### src/common/jy_defines.svh
// Bus widths, register addresses and fixed values shared by the mapper RTL and its testbench
`ifndef JY_DEFINES_SVH
`define JY_DEFINES_SVH

// Bus widths
`define JY_DATA_W      8
`define JY_PRG_AIN_W   16
`define JY_CHR_AIN_W   14
`define JY_AOUT_W      22

// Value seen on an unmapped CPU read
`define JY_OPEN_BUS    8'hFF

// Shift-add iterations for an 8x8 product
`define JY_MUL_STEPS   8

// Top PRG address bits of the 8K work-RAM window
`define JY_PRG_RAM_PAGE 9'b1_1110_0000

// Readable registers
`define JY_ADDR_MUL_LO  16'h5800
`define JY_ADDR_MUL_HI  16'h5801
`define JY_ADDR_ACCUM   16'h5802
`define JY_ADDR_ACCTEST 16'h5803

`endif

### src/common/jy_pkg.sv
// Register field types shared by all mapper RTL blocks, referenced as jy_pkg::name
`include "jy_defines.svh"

package jy_pkg;

	typedef logic [`JY_DATA_W-1:0] data_t;

	typedef data_t [3:0] prg_banks_t;            // $8000-$8003

	typedef logic [2*`JY_DATA_W-1:0] chr_bank_t; // High byte from $A00x, low from $900x

	typedef chr_bank_t [7:0] chr_banks_t;

	// Mode register at $D000
	typedef struct packed {
		logic       prg_rom_6xxx;  // Bit 7, ROM instead of RAM at $6000
		logic [1:0] spare;         // Bits 6:5
		logic [1:0] chr_size;      // 8K, 4K, 2K, 1K slots
		logic       prg_fixed_off; // Clear forces last slot to bank FF
		logic [1:0] prg_size;      // 32K, 16K, 8K, 8K reversed
	} bank_mode_t;

	// IRQ mode register at $C001
	typedef struct packed {
		logic       count_down;    // Bit 7
		logic       count_up;      // Bit 6
		logic [2:0] spare;         // Bits 5:3
		logic       prescale_3bit; // Bit 2
		logic [1:0] source;        // 00 CPU cycle, 11 CPU write
	} irq_mode_t;

endpackage

### src/source/jy_regs.sv
// CPU register file of the mapper, decodes writes from $5800 up and drives the readback bus
`include "jy_defines.svh"

module jy_regs (
	input  logic                     clk,
	input  logic                     rst_n,
	input  logic                     ce,
	input  logic                     prg_write,
	input  logic [`JY_PRG_AIN_W-1:0] prg_ain,
	input  jy_pkg::data_t            prg_din,
	input  logic [2*`JY_DATA_W-1:0]  product,
	output jy_pkg::data_t            prg_dout,
	output logic                     prg_bus_write,
	output jy_pkg::prg_banks_t       prg_bank,
	output jy_pkg::chr_banks_t       chr_bank,
	output jy_pkg::bank_mode_t       bank_mode,
	output logic [1:0]               mirroring,
	output jy_pkg::data_t            outer_bank,
	output logic                     mul_start,
	output jy_pkg::data_t            mul_a,
	output jy_pkg::data_t            mul_b,
	output jy_pkg::irq_mode_t        irq_mode,
	output logic                     irq_en_req,
	output logic                     irq_dis_req,
	output logic                     prescaler_load,
	output logic                     count_load,
	output jy_pkg::data_t            load_val
);

	jy_pkg::data_t accum;
	jy_pkg::data_t accumtest;
	jy_pkg::data_t irq_xor;   // Key applied to prescaler and count loads

	always_ff @(posedge clk or negedge rst_n) begin
		if (!rst_n) begin
			prg_bank       <= '0;
			chr_bank       <= '0;
			bank_mode      <= '0; // Also brings back the fixed last bank
			mirroring      <= '0;
			outer_bank     <= '0;
			mul_start      <= 1'b0;
			mul_a          <= '0;
			mul_b          <= '0;
			accum          <= '0;
			accumtest      <= '0;
			irq_mode       <= '0;
			irq_xor        <= '0;
			irq_en_req     <= 1'b0;
			irq_dis_req    <= 1'b0;
			prescaler_load <= 1'b0;
			count_load     <= 1'b0;
			load_val       <= '0;
		end else begin
			mul_start      <= 1'b0; // Strobes last one clock
			irq_en_req     <= 1'b0;
			irq_dis_req    <= 1'b0;
			prescaler_load <= 1'b0;
			count_load     <= 1'b0;
			if (ce && prg_write) begin
				casez ({prg_ain[15:11], prg_ain[2:0]})
					8'b01011_?00: mul_a <= prg_din;                        // $5800
					8'b01011_?01: begin                                    // $5801
						mul_b     <= prg_din;
						mul_start <= 1'b1;
					end
					8'b01011_?10: accum <= accum + prg_din;                // $5802
					8'b01011_?11: begin                                    // $5803
						accum     <= '0;
						accumtest <= prg_din;
					end
					8'b10000_???: prg_bank[prg_ain[1:0]] <= prg_din;       // $8000-$8003
					8'b10010_???: chr_bank[prg_ain[2:0]][7:0] <= prg_din;  // $9000-$9007
					8'b10100_???: chr_bank[prg_ain[2:0]][15:8] <= prg_din; // $A000-$A007
					8'b11000_000: begin                                    // $C000
						irq_en_req  <= prg_din[0];
						irq_dis_req <= !prg_din[0];
					end
					8'b11000_001: irq_mode <= jy_pkg::irq_mode_t'(prg_din); // $C001
					8'b11000_010: irq_dis_req <= 1'b1;                      // $C002
					8'b11000_011: irq_en_req <= 1'b1;                       // $C003
					8'b11000_100: begin                                     // $C004
						prescaler_load <= 1'b1;
						load_val       <= prg_din ^ irq_xor;
					end
					8'b11000_101: begin                                     // $C005
						count_load <= 1'b1;
						load_val   <= prg_din ^ irq_xor;
					end
					8'b11000_110: irq_xor <= prg_din;                       // $C006
					8'b11010_?00: bank_mode <= jy_pkg::bank_mode_t'(prg_din); // $D000
					8'b11010_?01: mirroring <= prg_din[1:0];                // $D001
					8'b11010_?11: outer_bank <= prg_din;                    // $D003
					default: ;
				endcase
			end
		end
	end

	// Readback, all other addresses are open bus
	always_comb begin
		prg_bus_write = 1'b1;
		case (prg_ain)
			`JY_ADDR_MUL_LO:  prg_dout = product[7:0];
			`JY_ADDR_MUL_HI:  prg_dout = product[15:8];
			`JY_ADDR_ACCUM:   prg_dout = accum;
			`JY_ADDR_ACCTEST: prg_dout = accumtest;
			default: begin
				prg_dout      = `JY_OPEN_BUS;
				prg_bus_write = 1'b0;
			end
		endcase
	end

endmodule

### src/source/jy_prg_map.sv
// CPU to PRG address translation with bank sizes, fixed last bank and the $6000 RAM window
`include "jy_defines.svh"

module jy_prg_map (
	input  logic [`JY_PRG_AIN_W-1:0] prg_ain,
	input  logic                     prg_write,
	input  jy_pkg::prg_banks_t       prg_bank,
	input  jy_pkg::bank_mode_t       bank_mode,
	input  jy_pkg::data_t            outer_bank,
	output logic [`JY_AOUT_W-1:0]    prg_aout,
	output logic                     prg_allow
);

	logic          prg_6xxx;
	logic          prg_ram;
	logic [1:0]    prg_reg;   // Which of the four bank registers
	jy_pkg::data_t bank_val;
	logic [6:0]    bank_order;
	logic [5:0]    prg_sel;

	assign prg_6xxx = (prg_ain[15:13] == 3'b011);
	assign prg_ram  = prg_6xxx && !bank_mode.prg_rom_6xxx;

	always_comb begin
		casez ({prg_6xxx, bank_mode.prg_size})
			3'b000:  prg_reg = 2'b11;                // 32K
			3'b001:  prg_reg = {prg_ain[14], 1'b1};  // 16K
			3'b01?:  prg_reg = prg_ain[14:13];       // 8K
			default: prg_reg = 2'b11;                // $6000 uses the last register
		endcase
	end

	// Last slot pinned to bank FF unless the fixed bank is switched off
	assign bank_val = (!bank_mode.prg_fixed_off && prg_reg == 2'b11) ? 8'hFF : prg_bank[prg_reg];

	always_comb begin
		bank_order = bank_val[6:0];
		if (bank_mode.prg_size == 2'b11) begin
			for (int i = 0; i < 7; i++) begin
				bank_order[i] = bank_val[6-i]; // Reversed bank numbering
			end
		end
	end

	always_comb begin
		casez ({prg_6xxx, bank_mode.prg_size})
			3'b000:  prg_sel = {bank_order[3:0], prg_ain[14:13]};
			3'b001:  prg_sel = {bank_order[4:0], prg_ain[13]};
			3'b?1?:  prg_sel = bank_order[5:0];
			3'b100:  prg_sel = {bank_order[3:0], 2'b11};
			default: prg_sel = {bank_order[4:0], 1'b1};
		endcase
	end

	assign prg_aout = prg_ram ? {`JY_PRG_RAM_PAGE, prg_ain[12:0]}
	                          : {1'b0, outer_bank[2:1], prg_sel, prg_ain[12:0]};

	// RAM takes writes, ROM is read only
	assign prg_allow = prg_ram || ((prg_ain >= 16'h6000) && !prg_write);

endmodule

### src/source/jy_chr_map.sv
// PPU to CHR address translation with bank sizes, outer bank bits and nametable mirroring
`include "jy_defines.svh"

module jy_chr_map (
	input  logic [`JY_CHR_AIN_W-1:0] chr_ain,
	input  jy_pkg::chr_banks_t       chr_bank,
	input  jy_pkg::bank_mode_t       bank_mode,
	input  logic [1:0]               mirroring,
	input  jy_pkg::data_t            outer_bank,
	output logic [`JY_AOUT_W-1:0]    chr_aout,
	output logic                     vram_a10,
	output logic                     vram_ce
);

	logic [2:0] chr_reg;  // Bank register for this slot
	logic [8:0] chr_val;  // Higher bank bits never reach the output
	logic [8:0] chr_sel;

	always_comb begin
		case (bank_mode.chr_size)
			2'b00: chr_reg = 3'b000;                       // 8K
			2'b01: chr_reg = {chr_ain[12], 1'b0, 1'b0};    // 4K, latch held low
			2'b10: chr_reg = {chr_ain[12:11], 1'b0};       // 2K
			2'b11: chr_reg = chr_ain[12:10];               // 1K
		endcase
	end

	assign chr_val = chr_bank[chr_reg][8:0];

	// Low bank bits below the slot size come from the address
	always_comb begin
		case (bank_mode.chr_size)
			2'b00: chr_sel = {chr_val[5:0], chr_ain[12:10]};
			2'b01: chr_sel = {chr_val[6:0], chr_ain[11:10]};
			2'b10: chr_sel = {chr_val[7:0], chr_ain[10]};
			2'b11: chr_sel = chr_val;
		endcase
	end

	assign chr_aout = {2'b10, outer_bank[3], outer_bank[5] ? chr_sel[8] : outer_bank[0],
	                   chr_sel[7:0], chr_ain[9:0]};

	always_comb begin
		case (mirroring)
			2'b00: vram_a10 = chr_ain[10]; // Vertical
			2'b01: vram_a10 = chr_ain[11]; // Horizontal
			2'b10: vram_a10 = 1'b0;        // Single screen A
			2'b11: vram_a10 = 1'b1;        // Single screen B
		endcase
	end

	assign vram_ce = chr_ain[13]; // Nametable space goes to internal VRAM

endmodule

### src/source/jy_multiplier.sv
// Sequential shift-add multiplier behind the $5800/$5801 registers, restartable by start
`include "jy_defines.svh"

module jy_multiplier (
	input  logic                    clk,
	input  logic                    rst_n,
	input  logic                    start,
	input  jy_pkg::data_t           a,
	input  jy_pkg::data_t           b,
	output logic [2*`JY_DATA_W-1:0] product
);

	logic [2*`JY_DATA_W-1:0] shift_a;
	logic [`JY_MUL_STEPS:0]  bindex;  // One-hot bit of b, top bit means done

	always_ff @(posedge clk or negedge rst_n) begin
		if (!rst_n) begin
			bindex  <= '0;
			bindex[`JY_MUL_STEPS] <= 1'b1; // Idle
			product <= '0;
			shift_a <= '0;
		end else if (start) begin
			bindex  <= (`JY_MUL_STEPS+1)'(2);
			product <= {8'h00, b[0] ? a : 8'h00}; // First partial product
			shift_a <= {7'h00, a, 1'b0};
		end else if (!bindex[`JY_MUL_STEPS]) begin
			if ((bindex[`JY_MUL_STEPS-1:0] & b) != '0)
				product <= product + shift_a;
			bindex  <= bindex << 1;
			shift_a <= shift_a << 1;
		end
	end

endmodule

### src/irq/jy_irq_counter.sv
// IRQ prescaler and 8-bit counter, driven by the $C00x request strobes from the register block
`include "jy_defines.svh"

module jy_irq_counter (
	input  logic              clk,
	input  logic              rst_n,
	input  logic              ce,
	input  logic              prg_write,
	input  jy_pkg::irq_mode_t irq_mode,
	input  logic              irq_en_req,
	input  logic              irq_dis_req,
	input  logic              prescaler_load,
	input  logic              count_load,
	input  jy_pkg::data_t     load_val,
	output logic              irq
);

	jy_pkg::data_t prescaler;
	jy_pkg::data_t counter;
	jy_pkg::data_t step;      // +1 or -1
	logic          pending;
	logic          enabled;
	logic          cnt_src;
	logic          counting;
	logic          pre_wrap;
	logic          cnt_wrap;

	always_comb begin
		case (irq_mode.source)
			2'b00:   cnt_src = ce;              // Every CPU cycle
			2'b11:   cnt_src = ce && prg_write; // CPU writes
			default: cnt_src = 1'b0;            // PPU sources not built
		endcase
	end

	// Both or neither direction bit set stops counting
	assign counting = irq_mode.count_up != irq_mode.count_down;
	assign step     = irq_mode.count_up ? 8'h01 : 8'hFF;

	always_comb begin
		if (irq_mode.count_up) begin
			pre_wrap = irq_mode.prescale_3bit ? (prescaler[2:0] == 3'h7) : (prescaler == 8'hFF);
			cnt_wrap = (counter == 8'hFF);
		end else begin
			pre_wrap = irq_mode.prescale_3bit ? (prescaler[2:0] == 3'h0) : (prescaler == 8'h00);
			cnt_wrap = (counter == 8'h00);
		end
	end

	always_ff @(posedge clk or negedge rst_n) begin
		if (!rst_n) begin
			prescaler <= '0;
			counter   <= '0;
			pending   <= 1'b0;
			enabled   <= 1'b0;
		end else begin
			if (prescaler_load)
				prescaler <= load_val;
			if (count_load)
				counter <= load_val;

			if (cnt_src && enabled && counting) begin
				prescaler <= prescaler + step;
				if (pre_wrap) begin
					counter <= counter + step;
					if (cnt_wrap)
						pending <= 1'b1; // Counter rolled over
				end
			end

			// Disable wins over any step in the same clock
			if (irq_dis_req) begin
				pending   <= 1'b0;
				prescaler <= '0;
				enabled   <= 1'b0;
			end else if (irq_en_req) begin
				enabled <= 1'b1;
			end
		end
	end

	assign irq = pending && enabled;

endmodule

### src/source/jy_mapper.sv
// Mapper top level, connects the CPU register block to the address mappers, multiplier and IRQ
`include "jy_defines.svh"

module jy_mapper (
	input  logic                     clk,
	input  logic                     rst_n,
	input  logic                     ce,            // One pulse per CPU cycle
	input  logic                     prg_write,
	input  logic [`JY_PRG_AIN_W-1:0] prg_ain,
	input  jy_pkg::data_t            prg_din,
	input  logic [`JY_CHR_AIN_W-1:0] chr_ain,
	output logic [`JY_AOUT_W-1:0]    prg_aout,
	output jy_pkg::data_t            prg_dout,
	output logic                     prg_bus_write, // Mapper drives the data bus
	output logic                     prg_allow,
	output logic [`JY_AOUT_W-1:0]    chr_aout,
	output logic                     vram_a10,
	output logic                     vram_ce,
	output logic                     irq
);

	jy_pkg::prg_banks_t          prg_bank;
	jy_pkg::chr_banks_t          chr_bank;
	jy_pkg::bank_mode_t          bank_mode;
	logic [1:0]                  mirroring;
	jy_pkg::data_t               outer_bank;
	logic                        mul_start;
	jy_pkg::data_t               mul_a;
	jy_pkg::data_t               mul_b;
	logic [2*`JY_DATA_W-1:0]     product;
	jy_pkg::irq_mode_t           irq_mode;
	logic                        irq_en_req;
	logic                        irq_dis_req;
	logic                        prescaler_load;
	logic                        count_load;
	jy_pkg::data_t               load_val;

	jy_regs u_regs (
		.clk(clk), .rst_n(rst_n), .ce(ce),
		.prg_write(prg_write), .prg_ain(prg_ain), .prg_din(prg_din),
		.product(product),
		.prg_dout(prg_dout), .prg_bus_write(prg_bus_write),
		.prg_bank(prg_bank), .chr_bank(chr_bank), .bank_mode(bank_mode),
		.mirroring(mirroring), .outer_bank(outer_bank),
		.mul_start(mul_start), .mul_a(mul_a), .mul_b(mul_b),
		.irq_mode(irq_mode), .irq_en_req(irq_en_req), .irq_dis_req(irq_dis_req),
		.prescaler_load(prescaler_load), .count_load(count_load), .load_val(load_val)
	);

	jy_prg_map u_prg_map (
		.prg_ain(prg_ain), .prg_write(prg_write), .prg_bank(prg_bank),
		.bank_mode(bank_mode), .outer_bank(outer_bank),
		.prg_aout(prg_aout), .prg_allow(prg_allow)
	);

	jy_chr_map u_chr_map (
		.chr_ain(chr_ain), .chr_bank(chr_bank), .bank_mode(bank_mode),
		.mirroring(mirroring), .outer_bank(outer_bank),
		.chr_aout(chr_aout), .vram_a10(vram_a10), .vram_ce(vram_ce)
	);

	jy_multiplier u_multiplier (
		.clk(clk), .rst_n(rst_n), .start(mul_start),
		.a(mul_a), .b(mul_b), .product(product)
	);

	jy_irq_counter u_irq_counter (
		.clk(clk), .rst_n(rst_n), .ce(ce), .prg_write(prg_write),
		.irq_mode(irq_mode), .irq_en_req(irq_en_req), .irq_dis_req(irq_dis_req),
		.prescaler_load(prescaler_load), .count_load(count_load), .load_val(load_val),
		.irq(irq)
	);

endmodule

### config.mk
export PLATFORM = sky130hd
export DESIGN_NAME = jy_mapper
export DESIGN_NICKNAME = d
export VERILOG_FILES = /design/src/common/jy_pkg.sv /design/src/source/jy_regs.sv /design/src/source/jy_prg_map.sv /design/src/source/jy_chr_map.sv /design/src/source/jy_multiplier.sv /design/src/irq/jy_irq_counter.sv /design/src/source/jy_mapper.sv
export VERILOG_INCLUDE_DIRS = /design/src /design/src/common
export SDC_FILE = /design/constraint.sdc
export NUM_CORES = 1
export LEC_CHECK = 0
export BUFFER_PORTS_ARGS = -buffer_cell sky130_fd_sc_hd__buf_2
export CAP_MARGIN = 5
export CORE_MARGIN = 2
export CORE_UTILIZATION = 40
export CTS_BUF_LIST = sky130_fd_sc_hd__clkbuf_8
export CTS_CLUSTER_SIZE = 25
export DETAILED_ROUTE_END_ITERATION = 7
export PLACE_DENSITY = 0.62
export SLEW_MARGIN = 20
export SYNTH_ARGS = -nofsm -noshare
export SYNTH_HDL_FRONTEND = slang
export SYNTH_SLANG_ARGS = --single-unit
export TNS_END_PERCENT = 1
### constraint.sdc
create_clock -name clk -period 4.8 [get_ports clk]
set_clock_uncertainty 0.1 [all_clocks]
set_input_delay 0.24 -clock clk [delete_from_list [all_inputs] [get_ports clk]]
set_output_delay 0.24 -clock clk [all_outputs]
set_load 0.01 [all_outputs]
==> flow_summary_export.csv, run 1 <==
group,metric,value,unit
logic_synthesis,synth_area,12700,um2
power,p_per_area,325,nW/um2
worst_hold_path,whs_path_depth,2,
route,viasPerCell,5.55,
critical_path,r2r_start,"u_regs.irq_mode[6]",
logic_synthesis,syn-mean-instance-area,10.7,um2
cts,h-tree-depth,2,
route,ant_nets,0,
cells_and_area,register_area,5710,um2
sta,max-slew-margin-rel,30.7,%
critical_path,arrival,3.42,ns
route,drc_errors,0,
sta,rsz0062_at_grt,"false",
logic_synthesis,ys_seq_elements,228,
critical_path,cp_data_required_time,4.46,ns
cts,cts_buffer_depth,3,
critical_path,cp-end-kind,"primary output",
cells_and_area,instances_no_fill,1651,
worst_hold_path,min_from,"prg_ain[2]",
floorplan,fp.dieW,182,um
outcome,status,"finished clean",
cells_and_area,filler_cell_count,2991,
critical_path,cp-start-kind,"flip-flop",
sta,hold_viol_final,0,
cts,cts-root-buf,"clkbuf_8",
logic_synthesis,synth_edf_count,0,
route,wl_per_cell,18.6,um
route,wl,30800,um
cts,clkTransAtPathRegs,0.06,ns
logic_synthesis,postSynth.asyncResetShare,100,%
critical_path,r2r-end,"u_irq_counter.prescaler[7]",
logic_synthesis,synth_seq_area_share,44.9,%
floorplan,dieArea,33200,um2
sta,slew_viol_final,0,
sta,tightest_slew,1.04,ns
critical_path,worst-r2r-setup-slack,1.69,ns
sta,finalCritPeriodShare,78.3,%
floorplan,floorplan.initialDensity,40.5,%
sta,finalSetupViolCount,0,
job,drv_cap,0,
power,finalPower,4.56,mW
route,drt-initial-drc-count,607,
worst_hold_path,hold_end,"u_regs.irq_dis_req",
sta,worst_slack,1.04,ns
cts,clock_sinks,228,
power,p_leak,6.55,nW
global_route,grt_overflow_total,0,
cells_and_area,nets,1301,
cells_and_area,final_cell_mix,"dfrtp_1 (227), mux2_2 (132), nand2_1 (99)",
cts,cts-hold-fix-buffers,1,
place,preCtsSetupSlack,1.58,ns
global_route,grt_pass1_vias,9142,
sta,max_freq,266,MHz
place,place.gp.congestion,0.850,
worst_hold_path,worstHoldPathType,"input pin to flip-flop",
floorplan,pin_count,99,
logic_synthesis,synth_area_leader_cell,"dfrtp_1",
logic_synthesis,synth.distinct_cells,78,
global_route,antenna_found_initial,0,
logic_synthesis,syn_nets,1271,
logic_synthesis,netlist.area_leader.share,44.7,%
place,place_inst,1579,
cts,numCtsBuffers,40,
floorplan,rows,65,
global_route,grt_pass1_wl,49900,um
cells_and_area,area_growth,10.5,%
cts,cts_tree,"done",
place,hpwl,20900,um
logic_synthesis,netlist_top_cells_area,"dfrtp_1 (45%), mux2_2 (12%), mux4_2 (4.3%)",
cells_and_area,multi_input_area,6410,um2
floorplan,core,31400,um2
cts,cts_setup_buffers,0,
critical_path,r2r_cells,8,
critical_path,cp_max_fo,25,
floorplan,die_y,182,um
global_route,grt_max_degree,128,
power,ir_worst_vdd,232,uV
place,numPortBuffers,74,
cells_and_area,antennaDiodeCount,0,
logic_synthesis,synth_flop_cell,"dfrtp_1",
logic_synthesis,ys_warn_count,0,
logic_synthesis,synthCells,1190,
cells_and_area,drive_above_1_share,24.7,%
critical_path,worstSetupPathType,"flip-flop to primary output",
cts,clk_latency,0.55,ns
cells_and_area,final_common_cell,"dfrtp_1",
cts,cts_resized,0,
sta,tns,0,ns
global_route,track_usage,18.8,%
route,drt_first_pass_iters,5,
route,dr_total_vias,9171,
sta,min_period,3.76,ns
synth_stat cells (4+ instances only):
cell type and count:
a22oi_1 5, o21a_1 7, nor3_1 24, clkbuf_1 36
mux2_2 132, o21ai_0 78, or4_1 4, a21boi_0 4
a31oi_1 7, o31ai_1 5, nand2b_1 20, xor2_1 7
nor4_1 4, nor2b_1 16, o211ai_1 7, ha_1 35
or3_1 6, mux2i_1 51, o41ai_1 5, buf_2 14
buf_1 12, nand2_1 99, nand3b_1 10, mux4_2 24
and3_1 4, dfrtp_1 227, nand4_1 6, nor2_1 83
a211oi_1 19, and2_1 5, nand3_1 27, inv_1 31
xnor2_1 19, a21oi_1 51, a21o_1 11, buf_4 28
fa_1 4
sequential cells by signal (all words and copies together) (netlist names), 6 cells and up:
signal,count
u_irq_counter.prescaler,8
u_regs.chr_bank,72
u_regs.mul_b,8
u_regs.mul_a,8
u_multiplier.product,16
u_regs.load_val,8
u_regs.accum,8
u_multiplier.bindex,8
u_regs.irq_xor,8
u_regs.prg_bank,28
u_irq_counter.counter,8
u_multiplier.shift_a,15
u_regs.accumtest,8
u_regs.bank_mode,6
metrics by stage:
step                      instance area (um2)  hold slack (ns)  util (%)
after global routing                    14000           0.0621      44.7
after global placement                  13200            0.338      41.9
final                                   14000           0.0276      44.7
after floorplan                         12700           -0.156         -
after CTS                               14000           0.0104      44.7
after detailed placement                13200            0.336      41.9
worst max path at each step:
stage,start,end,slack [ns],cells past startpoint
after global routing,u_regs.bank_mode[3],chr_aout[18],0.66,7
after CTS,u_regs.bank_mode[4],chr_aout[18],0.95,6
final,u_regs.bank_mode[3],chr_aout[18],1.04,7
after detailed placement,u_regs.bank_mode[4],chr_aout[18],1.58,6
after global placement,u_regs.bank_mode[4],chr_aout[18],1.64,6
after floorplan,u_regs.irq_mode[6],u_irq_counter.prescaler[7],2.17,9
critical path, cell delays in order (launching register included):
cell and delay [ns]:
dfrtp_1 0.80, nand2_1 0.47, a222oi_1 0.41, o21ai_0 0.15
o21ai_0 0.32, a2bb2oi_1 0.27, o311ai_0 0.22, buf_2 0.22
final cells by class:
| type | count | area share (%) |
|---|---|---|
| Inverter | 32 | 0.856 |
| Clock inverter | 18 | 0.927 |
| Multi-Input combinational cell | 838 | 45.7 |
| Sequential cell | 228 | 40.7 |
| Timing Repair Buffer | 80 | 3.14 |
| Tap cell | 402 | 3.58 |
| Clock buffer | 53 | 5.20 |
metal layers:
layer | share of wire (%) | global-route usage, %
met4 | 1.7 | 5.00
met2 | 47 | 30.7
met1 | 47 | 26.2
met5 | 0 | 0
met3 | 4.3 | 2.89
cell families (layout without fill, tap and decap cells):
kind of cell               Yosys count  after routing  share of synthesized area, %
buffers and inverters              124            183                          4.70
xor gates and xnor gates            26             26                          1.79
muxes                              207            207                          20.0
adders and majority gates           39             39                          4.08
AOI/OAI and AO/OA                  232            232                          11.5
and+or+nand+nor                    332            332                          13.0
other                                2              2                        0.0591
DFF                                228            228                          44.9
report_power, final:
part / internal (mW) / total (mW) / switching [mW]
registers: 2.01 / 2.10 / 0.0942
logic: 0.246 / 0.564 / 0.317
clock network: 1.09 / 1.89 / 0.800
No activity file was read; power rests on OpenSTA's default activity.
==> run 2: changes to the inputs <==
--- a/config.mk
+++ b/config.mk
@@ -6,6 +6,7 @@
 export SDC_FILE = /design/constraint.sdc
 export NUM_CORES = 1
 export LEC_CHECK = 0
+export ABC_AREA = 1
 export BUFFER_PORTS_ARGS = -buffer_cell sky130_fd_sc_hd__buf_2
 export CAP_MARGIN = 5
 export CORE_MARGIN = 2
==> constraint.sdc (replaced) <==
create_clock -name clk -period 3.5 [get_ports clk]
set_clock_uncertainty 0.1 [all_clocks]
set_input_delay 0.175 -clock clk [delete_from_list [all_inputs] [get_ports clk]]
set_output_delay 0.175 -clock clk [all_outputs]
set_load 0.01 [all_outputs]
==> run 2 against run 1 <==
Combinational power grew 15%; hold slack gained 0.026 ns; routed wire length grew 14%; clock power grew 35%; non-clock buffer count grew 20; power grew 32%; final area grew 0.60%; area after synthesis shrank 0.55%; count of clock-buffer cells in the layout shrank 3; critical path type is now input pin to primary output; global-route usage grew 3.0 points; largest power group unchanged; sequential cell count is the same.
==> flow_summary_export.csv, run 2 <==
group,metric,value,unit
logic_synthesis,ys_warn_count,0,
power,p_leak,6.67,nW
floorplan,floorplan.initialDensity,40.4,%
place,hpwl,25100,um
cells_and_area,final_common_cell,"nand2_1",
global_route,grt_pass1_vias,10614,
critical_path,worstSetupPathType,"input pin to primary output",
logic_synthesis,synth_edf_count,0,
sta,rsz0062_at_grt,"false",
floorplan,core,31300,um2
cells_and_area,finish.utilization,45.1,%
job,drv_cap,0,
sta,finalCritPeriodShare,93.1,%
logic_synthesis,synth_flop_cell,"dfrtp_1",
floorplan,fp.dieW,182,um
sta,hold_viol_final,0,
critical_path,cp-start-kind,"input pin",
floorplan,pin_count,99,
logic_synthesis,ys_seq_elements,228,
route,drt_first_pass_iters,8,
cts,numCtsBuffers,40,
cts,clkTransAtPathRegs,0.05,ns
power,p_per_area,426,nW/um2
logic_synthesis,netlist_top_cells_area,"dfrtp_1 (45%), nand2_1 (13%), o21ai_0 (8.5%)",
critical_path,cp_data_required_time,3.22,ns
cts,clk_latency,0.54,ns
cts,clock_sinks,228,
logic_synthesis,synth_area_leader_cell,"dfrtp_1",
critical_path,cp-end-kind,"primary output",
place,place.gp.congestion,0.893,
logic_synthesis,synth_seq_area_share,45.2,%
route,dr_total_vias,11016,
global_route,grt_max_degree,84,
route,viasPerCell,5.23,
worst_hold_path,worstHoldPathType,"input pin to flip-flop",
place,place_inst,2019,
place,numPortBuffers,74,
logic_synthesis,synth_area,12600,um2
sta,tns,0,ns
global_route,antenna_found_initial,0,
cells_and_area,antennaDiodeCount,0,
floorplan,dieArea,33000,um2
sta,finalSetupViolCount,0,
cells_and_area,largest_register_ffs,72,
floorplan,die_y,182,um
cts,h-tree-depth,2,
cells_and_area,final_cell_mix,"nand2_1 (443), dfrtp_1 (227), o21ai_0 (214)",
cts,cts-root-buf,"clkbuf_8",
logic_synthesis,syn_nets,1700,
cells_and_area,top_regs,"u_regs.chr_bank (72), u_regs.prg_bank (28), u_multiplier.product (16)",
sta,max-slew-margin-rel,35.1,%
logic_synthesis,yosysMostFrequentCell,"nand2_1",
cells_and_area,nets,1756,
logic_synthesis,postSynth.asyncResetShare,100,%
cells_and_area,largest-register,"u_regs.chr_bank",
global_route,grt_pass1_wl,57600,um
cells_and_area,filler_cell_count,3173,
logic_synthesis,synth_common_cells,"nand2_1 (443), dfrtp_1 (227), o21ai_0 (214)",
route,ant_nets,0,
logic_synthesis,synthCells,1619,
sta,max_freq,307,MHz
critical_path,arrival,2.98,ns
route,wl,35200,um
cts,cts_setup_buffers,0,
sta,hold_ws,0.0535,ns
logic_synthesis,netlist.area_leader.share,44.9,%
sta,tightest_slew,0.973,ns
route,drt-initial-drc-count,791,
cells_and_area,drive_above_1_share,11.3,%
global_route,track_usage,21.8,%
outcome,status,"finished clean",
global_route,grt_overflow_total,0,
floorplan,rows,65,
sta,slew_viol_final,0,
sta,min_period,3.26,ns
power,ir_worst_vdd,240,uV
cts,cts_tree,"done",
critical_path,cp_max_fo,10,
cells_and_area,instances_no_fill,2105,
route,wl_per_cell,16.7,um
cells_and_area,area_growth,11.7,%
logic_synthesis,synth.distinct_cells,55,
logic_synthesis,syn-mean-instance-area,7.81,um2
cts,cts_buffer_depth,3,
route,drc_errors,0,
-- run 2: cells by family after synthesis --
logic type               synth area share (%)
AND/OR/NAND/NOR                          26.0
AO/OA/AOI/OAI                            14.8
buffers and inverters                    8.48
flip-flops                               45.2
adder cells (fa/ha/maj)                  4.10
XOR/XNOR                                 1.39
other                                  0.0594
-- run 2: worst paths after layout --
path | startpoint | endpoint | slack, ns | depth (start not counted)
max in group asynchronous | rst_n | u_regs.irq_xor[0] | 2.26 | 3
worst max register to register | u_regs.irq_mode[6] | u_irq_counter.counter[5] | 1.25 | 11
worst max-delay path | prg_ain[15] | prg_dout[0] | 0.24 | 8
worst min-delay path | prg_ain[13] | u_regs.accum[2] | 0.05 | 4
min in group asynchronous | rst_n | u_regs.prg_bank[27] | 0.10 | 2
worst min register to register | u_regs.irq_mode[2] | u_regs.irq_mode[2] | 0.39 | 2
-- run 2: cell type report --
cell class	instances	area, um2	share of cell area [%]
Clock buffer	50	688	4.87
Clock inverter	20	139	0.983
Inverter	155	588	4.16
Multi-Input combinational cell	1150	5870	41.6
Sequential cell	228	5710	40.4
Tap cell	402	503	3.56
Timing Repair Buffer	100	628	4.45
-- run 2: where the power goes --
part	switching, mW	internal [mW]
registers	0.0794	2.74
logic	0.430	0.218
clock network	1.12	1.43
-- run 2: through the flow --
step | area (um2) | total power [mW] | worst slack (ns)
5_1_grt | 14100 | 6.31 | 0.0366
2_1_floorplan | 12600 | 3.26 | 1.42
4_1_cts | 14100 | 6.08 | 0.0610
3_3_place_gp | 13100 | 3.49 | 0.791
6_report | 14100 | 6.02 | 0.243
3_5_place_dp | 13100 | 3.50 | 0.661
-- run 2: critical path, cell delays in order --
cell           delay (ns)
dlygate4sd3_1        0.57
buf_2                0.17
nor3_4               0.31
dlygate4sd3_1        0.65
inv_4                0.06
nor4_4               0.51
nand4_1              0.31
buf_2                0.23
-- run 2: routing by layer --
layer | GRT usage, % | share of wire, % | vias up | wire [um]
met1 | 31.4 | 48 | 5201 | 17000
met2 | 33.9 | 44 | 288 | 15600
li1 | - | - | 5470 | -
met3 | 3.45 | 4.9 | 57 | 1730
met5 | 0 | 0 | - | 0
met4 | 6.34 | 2.4 | 0 | 849
-- run 2: repair_timing --
action | CTS | global route
resized for setup | 0 | 2
setup endpoints to repair | 0 | 9
hold buffers | 16 | 0
hold endpoints to repair | 91 | 0
==> run 3: changes to the inputs <==
--- a/config.mk
+++ b/config.mk
@@ -6,7 +6,6 @@
 export SDC_FILE = /design/constraint.sdc
 export NUM_CORES = 1
 export LEC_CHECK = 0
-export ABC_AREA = 1
 export BUFFER_PORTS_ARGS = -buffer_cell sky130_fd_sc_hd__buf_2
 export CAP_MARGIN = 5
 export CORE_MARGIN = 2
@@ -19,4 +18,4 @@
 export SYNTH_ARGS = -nofsm -noshare
 export SYNTH_HDL_FRONTEND = slang
 export SYNTH_SLANG_ARGS = --single-unit
-export TNS_END_PERCENT = 1
+export TNS_END_PERCENT = 100
==> run 3 against run 2 <==
First-iteration DRC count down 28%; setup slack worse by 0.016 ns; global-route usage down 2.5 points; hold slack worse by 0.015 ns; highest routed layer unchanged; via count down 15%; non-clock buffer count up 1; largest power group unchanged; power up 3.8%; die area up 0.55%.
==> flow_summary_export.csv, run 3 (same netlist as run 1, synthesis figures left out) <==
group,metric,value,unit
power,power_switching,1.67,mW
sta,min_period,3.27,ns
critical_path,arrival,3.00,ns
global_route,grt_max_degree,101,
place,numPortBuffers,74,
global_route,grt_overflow_total,0,
cts,clock_sinks,228,
power,pwr-share-seq,46.2,%
outcome,status,"finished clean",
floorplan,die_y,182,um
critical_path,cp_max_fo,25,
job,drv_cap,0,
floorplan,fp.dieW,182,um
global_route,grt_pass1_wl,50900,um
sta,max_freq,306,MHz
floorplan,dieArea,33200,um2
cells_and_area,largest-register,"u_regs.chr_bank",
cts,h-tree-depth,2,
route,drc_errors,0,
cells_and_area,finish.instance_area,14200,um2
cells_and_area,finish.utilization,45.3,%
cells_and_area,largest_register_ffs,72,
global_route,track_usage,19.3,%
floorplan,core,31400,um2
sta,tightest_slew,0.938,ns
global_route,grt_pass1_vias,9282,
floorplan,pin_count,99,
route,wl_met2,15100,um
cts,cts_tree,"done",
power,finalPower,6.25,mW
sta,slew_viol_final,0,
route,route.met3.wl,1380,um
cts,cts_buffer_depth,3,
cells_and_area,antennaDiodeCount,0,
power,p_per_area,440,nW/um2
sta,finalSetupViolCount,0,
cts,numCtsBuffers,41,
sta,rsz0062_at_grt,"false",
cells_and_area,area_growth,11.8,%
cells_and_area,final_cell_mix,"dfrtp_1 (225), mux2_2 (132), nand2_1 (99)",
critical_path,worstSetupPathType,"flip-flop to primary output",
route,viasPerCell,5.56,
cells_and_area,nets,1323,
place,preCtsSetupSlack,0.559,ns
place,place.gp.congestion,0.874,
sta,tns,0,ns
floorplan,floorplan.initialDensity,40.5,%
critical_path,cp_data_required_time,3.22,ns
critical_path,critical-path-top-delay-family,"compound AO/OA/AOI/OAI gates",
route,dr_total_vias,9325,
power,internal_power,4.57,mW
power,p_leak,6.66,nW
route,ant_nets,0,
route,wl_per_cell,18.9,um
critical_path,critical_path.slowest_cell,"dfrtp_2",
place,place_inst,1597,
route,drt-initial-drc-count,566,
route,m1WireLength,14600,um
critical_path,crit_top_cell,"o21ai_0",
power,swShare,26.8,%
critical_path,worst-path-buf-inv,2,
worst_hold_path,worstHoldPathType,"input pin to flip-flop",
route,wl,31700,um
sta,hold_viol_final,0,
cells_and_area,final_common_cell,"dfrtp_1",
cells_and_area,drive_above_1_share,25.8,%
power,combPwrFrac,12.7,%
cells_and_area,instances_no_fill,1676,
critical_path,cp-end-kind,"primary output",
route,top_layer,"met4",
critical_path,crit_chain,"o21ai_0 > buf_4 > o21ai_0 > a2bb2oi_1 > o311ai_0 > buf_2",
global_route,antenna_found_initial,0,
route,drt_first_pass_iters,6,
sta,worst_slack,0.227,ns
critical_path,cp-start-kind,"flip-flop",
cts,clkTransAtPathRegs,0.06,ns
power,ir_worst_vdd,271,uV
critical_path,crit_path_max_incr_delay,0.57,ns
cells_and_area,top_regs,"u_regs.chr_bank (72), u_regs.prg_bank (28), u_multiplier.product (16)",
sta,max-slew-margin-rel,37.4,%
sta,finalCritPeriodShare,93.5,%
place,hpwl,21700,um
floorplan,rows,65,
cts,clk_latency,0.53,ns
power,p_clk_share,41.2,%
sta,hold_ws,0.0382,ns
place,postPlaceCellArea,13300,um2
cts,cts-root-buf,"clkbuf_8",
[run 3: layout make-up]
| type | instances | area (um2) |
|---|---|---|
| Fill cell | 2957 | 17200 |
| Clock buffer | 55 | 757 |
| Timing Repair Buffer | 101 | 606 |
| Multi-Input combinational cell | 838 | 6400 |
| Sequential cell | 228 | 5710 |
| Inverter | 32 | 120 |
| Clock inverter | 20 | 114 |
| Tap cell | 402 | 503 |
[run 3: per-layer routing]
metal / up-vias / global-route usage, %
met1: 4645 / 26.5
li1: 4393 / -
met4: 0 / 5.58
met3: 51 / 3.21
met5: - / 0
met2: 236 / 31.6
[run 3: worst register-to-register path: cells and delay by family, from the launching register on]
family	cells	cell delay (ns)
flops	1	0.48
mux	1	0.38
fa+ha+maj	1	0.33
compound gates	5	1.05
buf+inv	1	0.47
[run 3: repair_timing]
action                     4_1_cts  5_1_grt
buffers inserted                 0        0
hold buffers                     4        0
hold endpoints to repair        89        0
gates cloned                     0        0
setup endpoints to repair        1        6
resized for setup                1        1
[run 3: worst paths after layout]
kind                                startpoint  depth (start not counted)                          to  slack [ns]
hold / removal                      prg_din[4]                          3         u_regs.bank_mode[4]        0.04
hold reg to reg              u_regs.irq_en_req                          2       u_irq_counter.enabled        0.35
min in group asynchronous                rst_n                          2    u_multiplier.product[14]        0.15
setup / recovery           u_regs.bank_mode[3]                          6                chr_aout[18]        0.23
setup reg to reg            u_regs.irq_mode[6]                          8  u_irq_counter.prescaler[7]        0.61
max in group asynchronous                rst_n                          3             u_regs.mul_b[3]        2.10
[run 3: power by group through the flow]
stage	Combinational (mW)	Sequential, mW	Clock, mW
2_1_floorplan	0.597	2.86	0
3_3_place_gp	0.774	2.92	0
3_5_place_dp	0.789	2.93	0
4_1_cts	0.797	2.88	2.65
5_1_grt	0.877	2.90	2.79
6_report	0.791	2.88	2.57
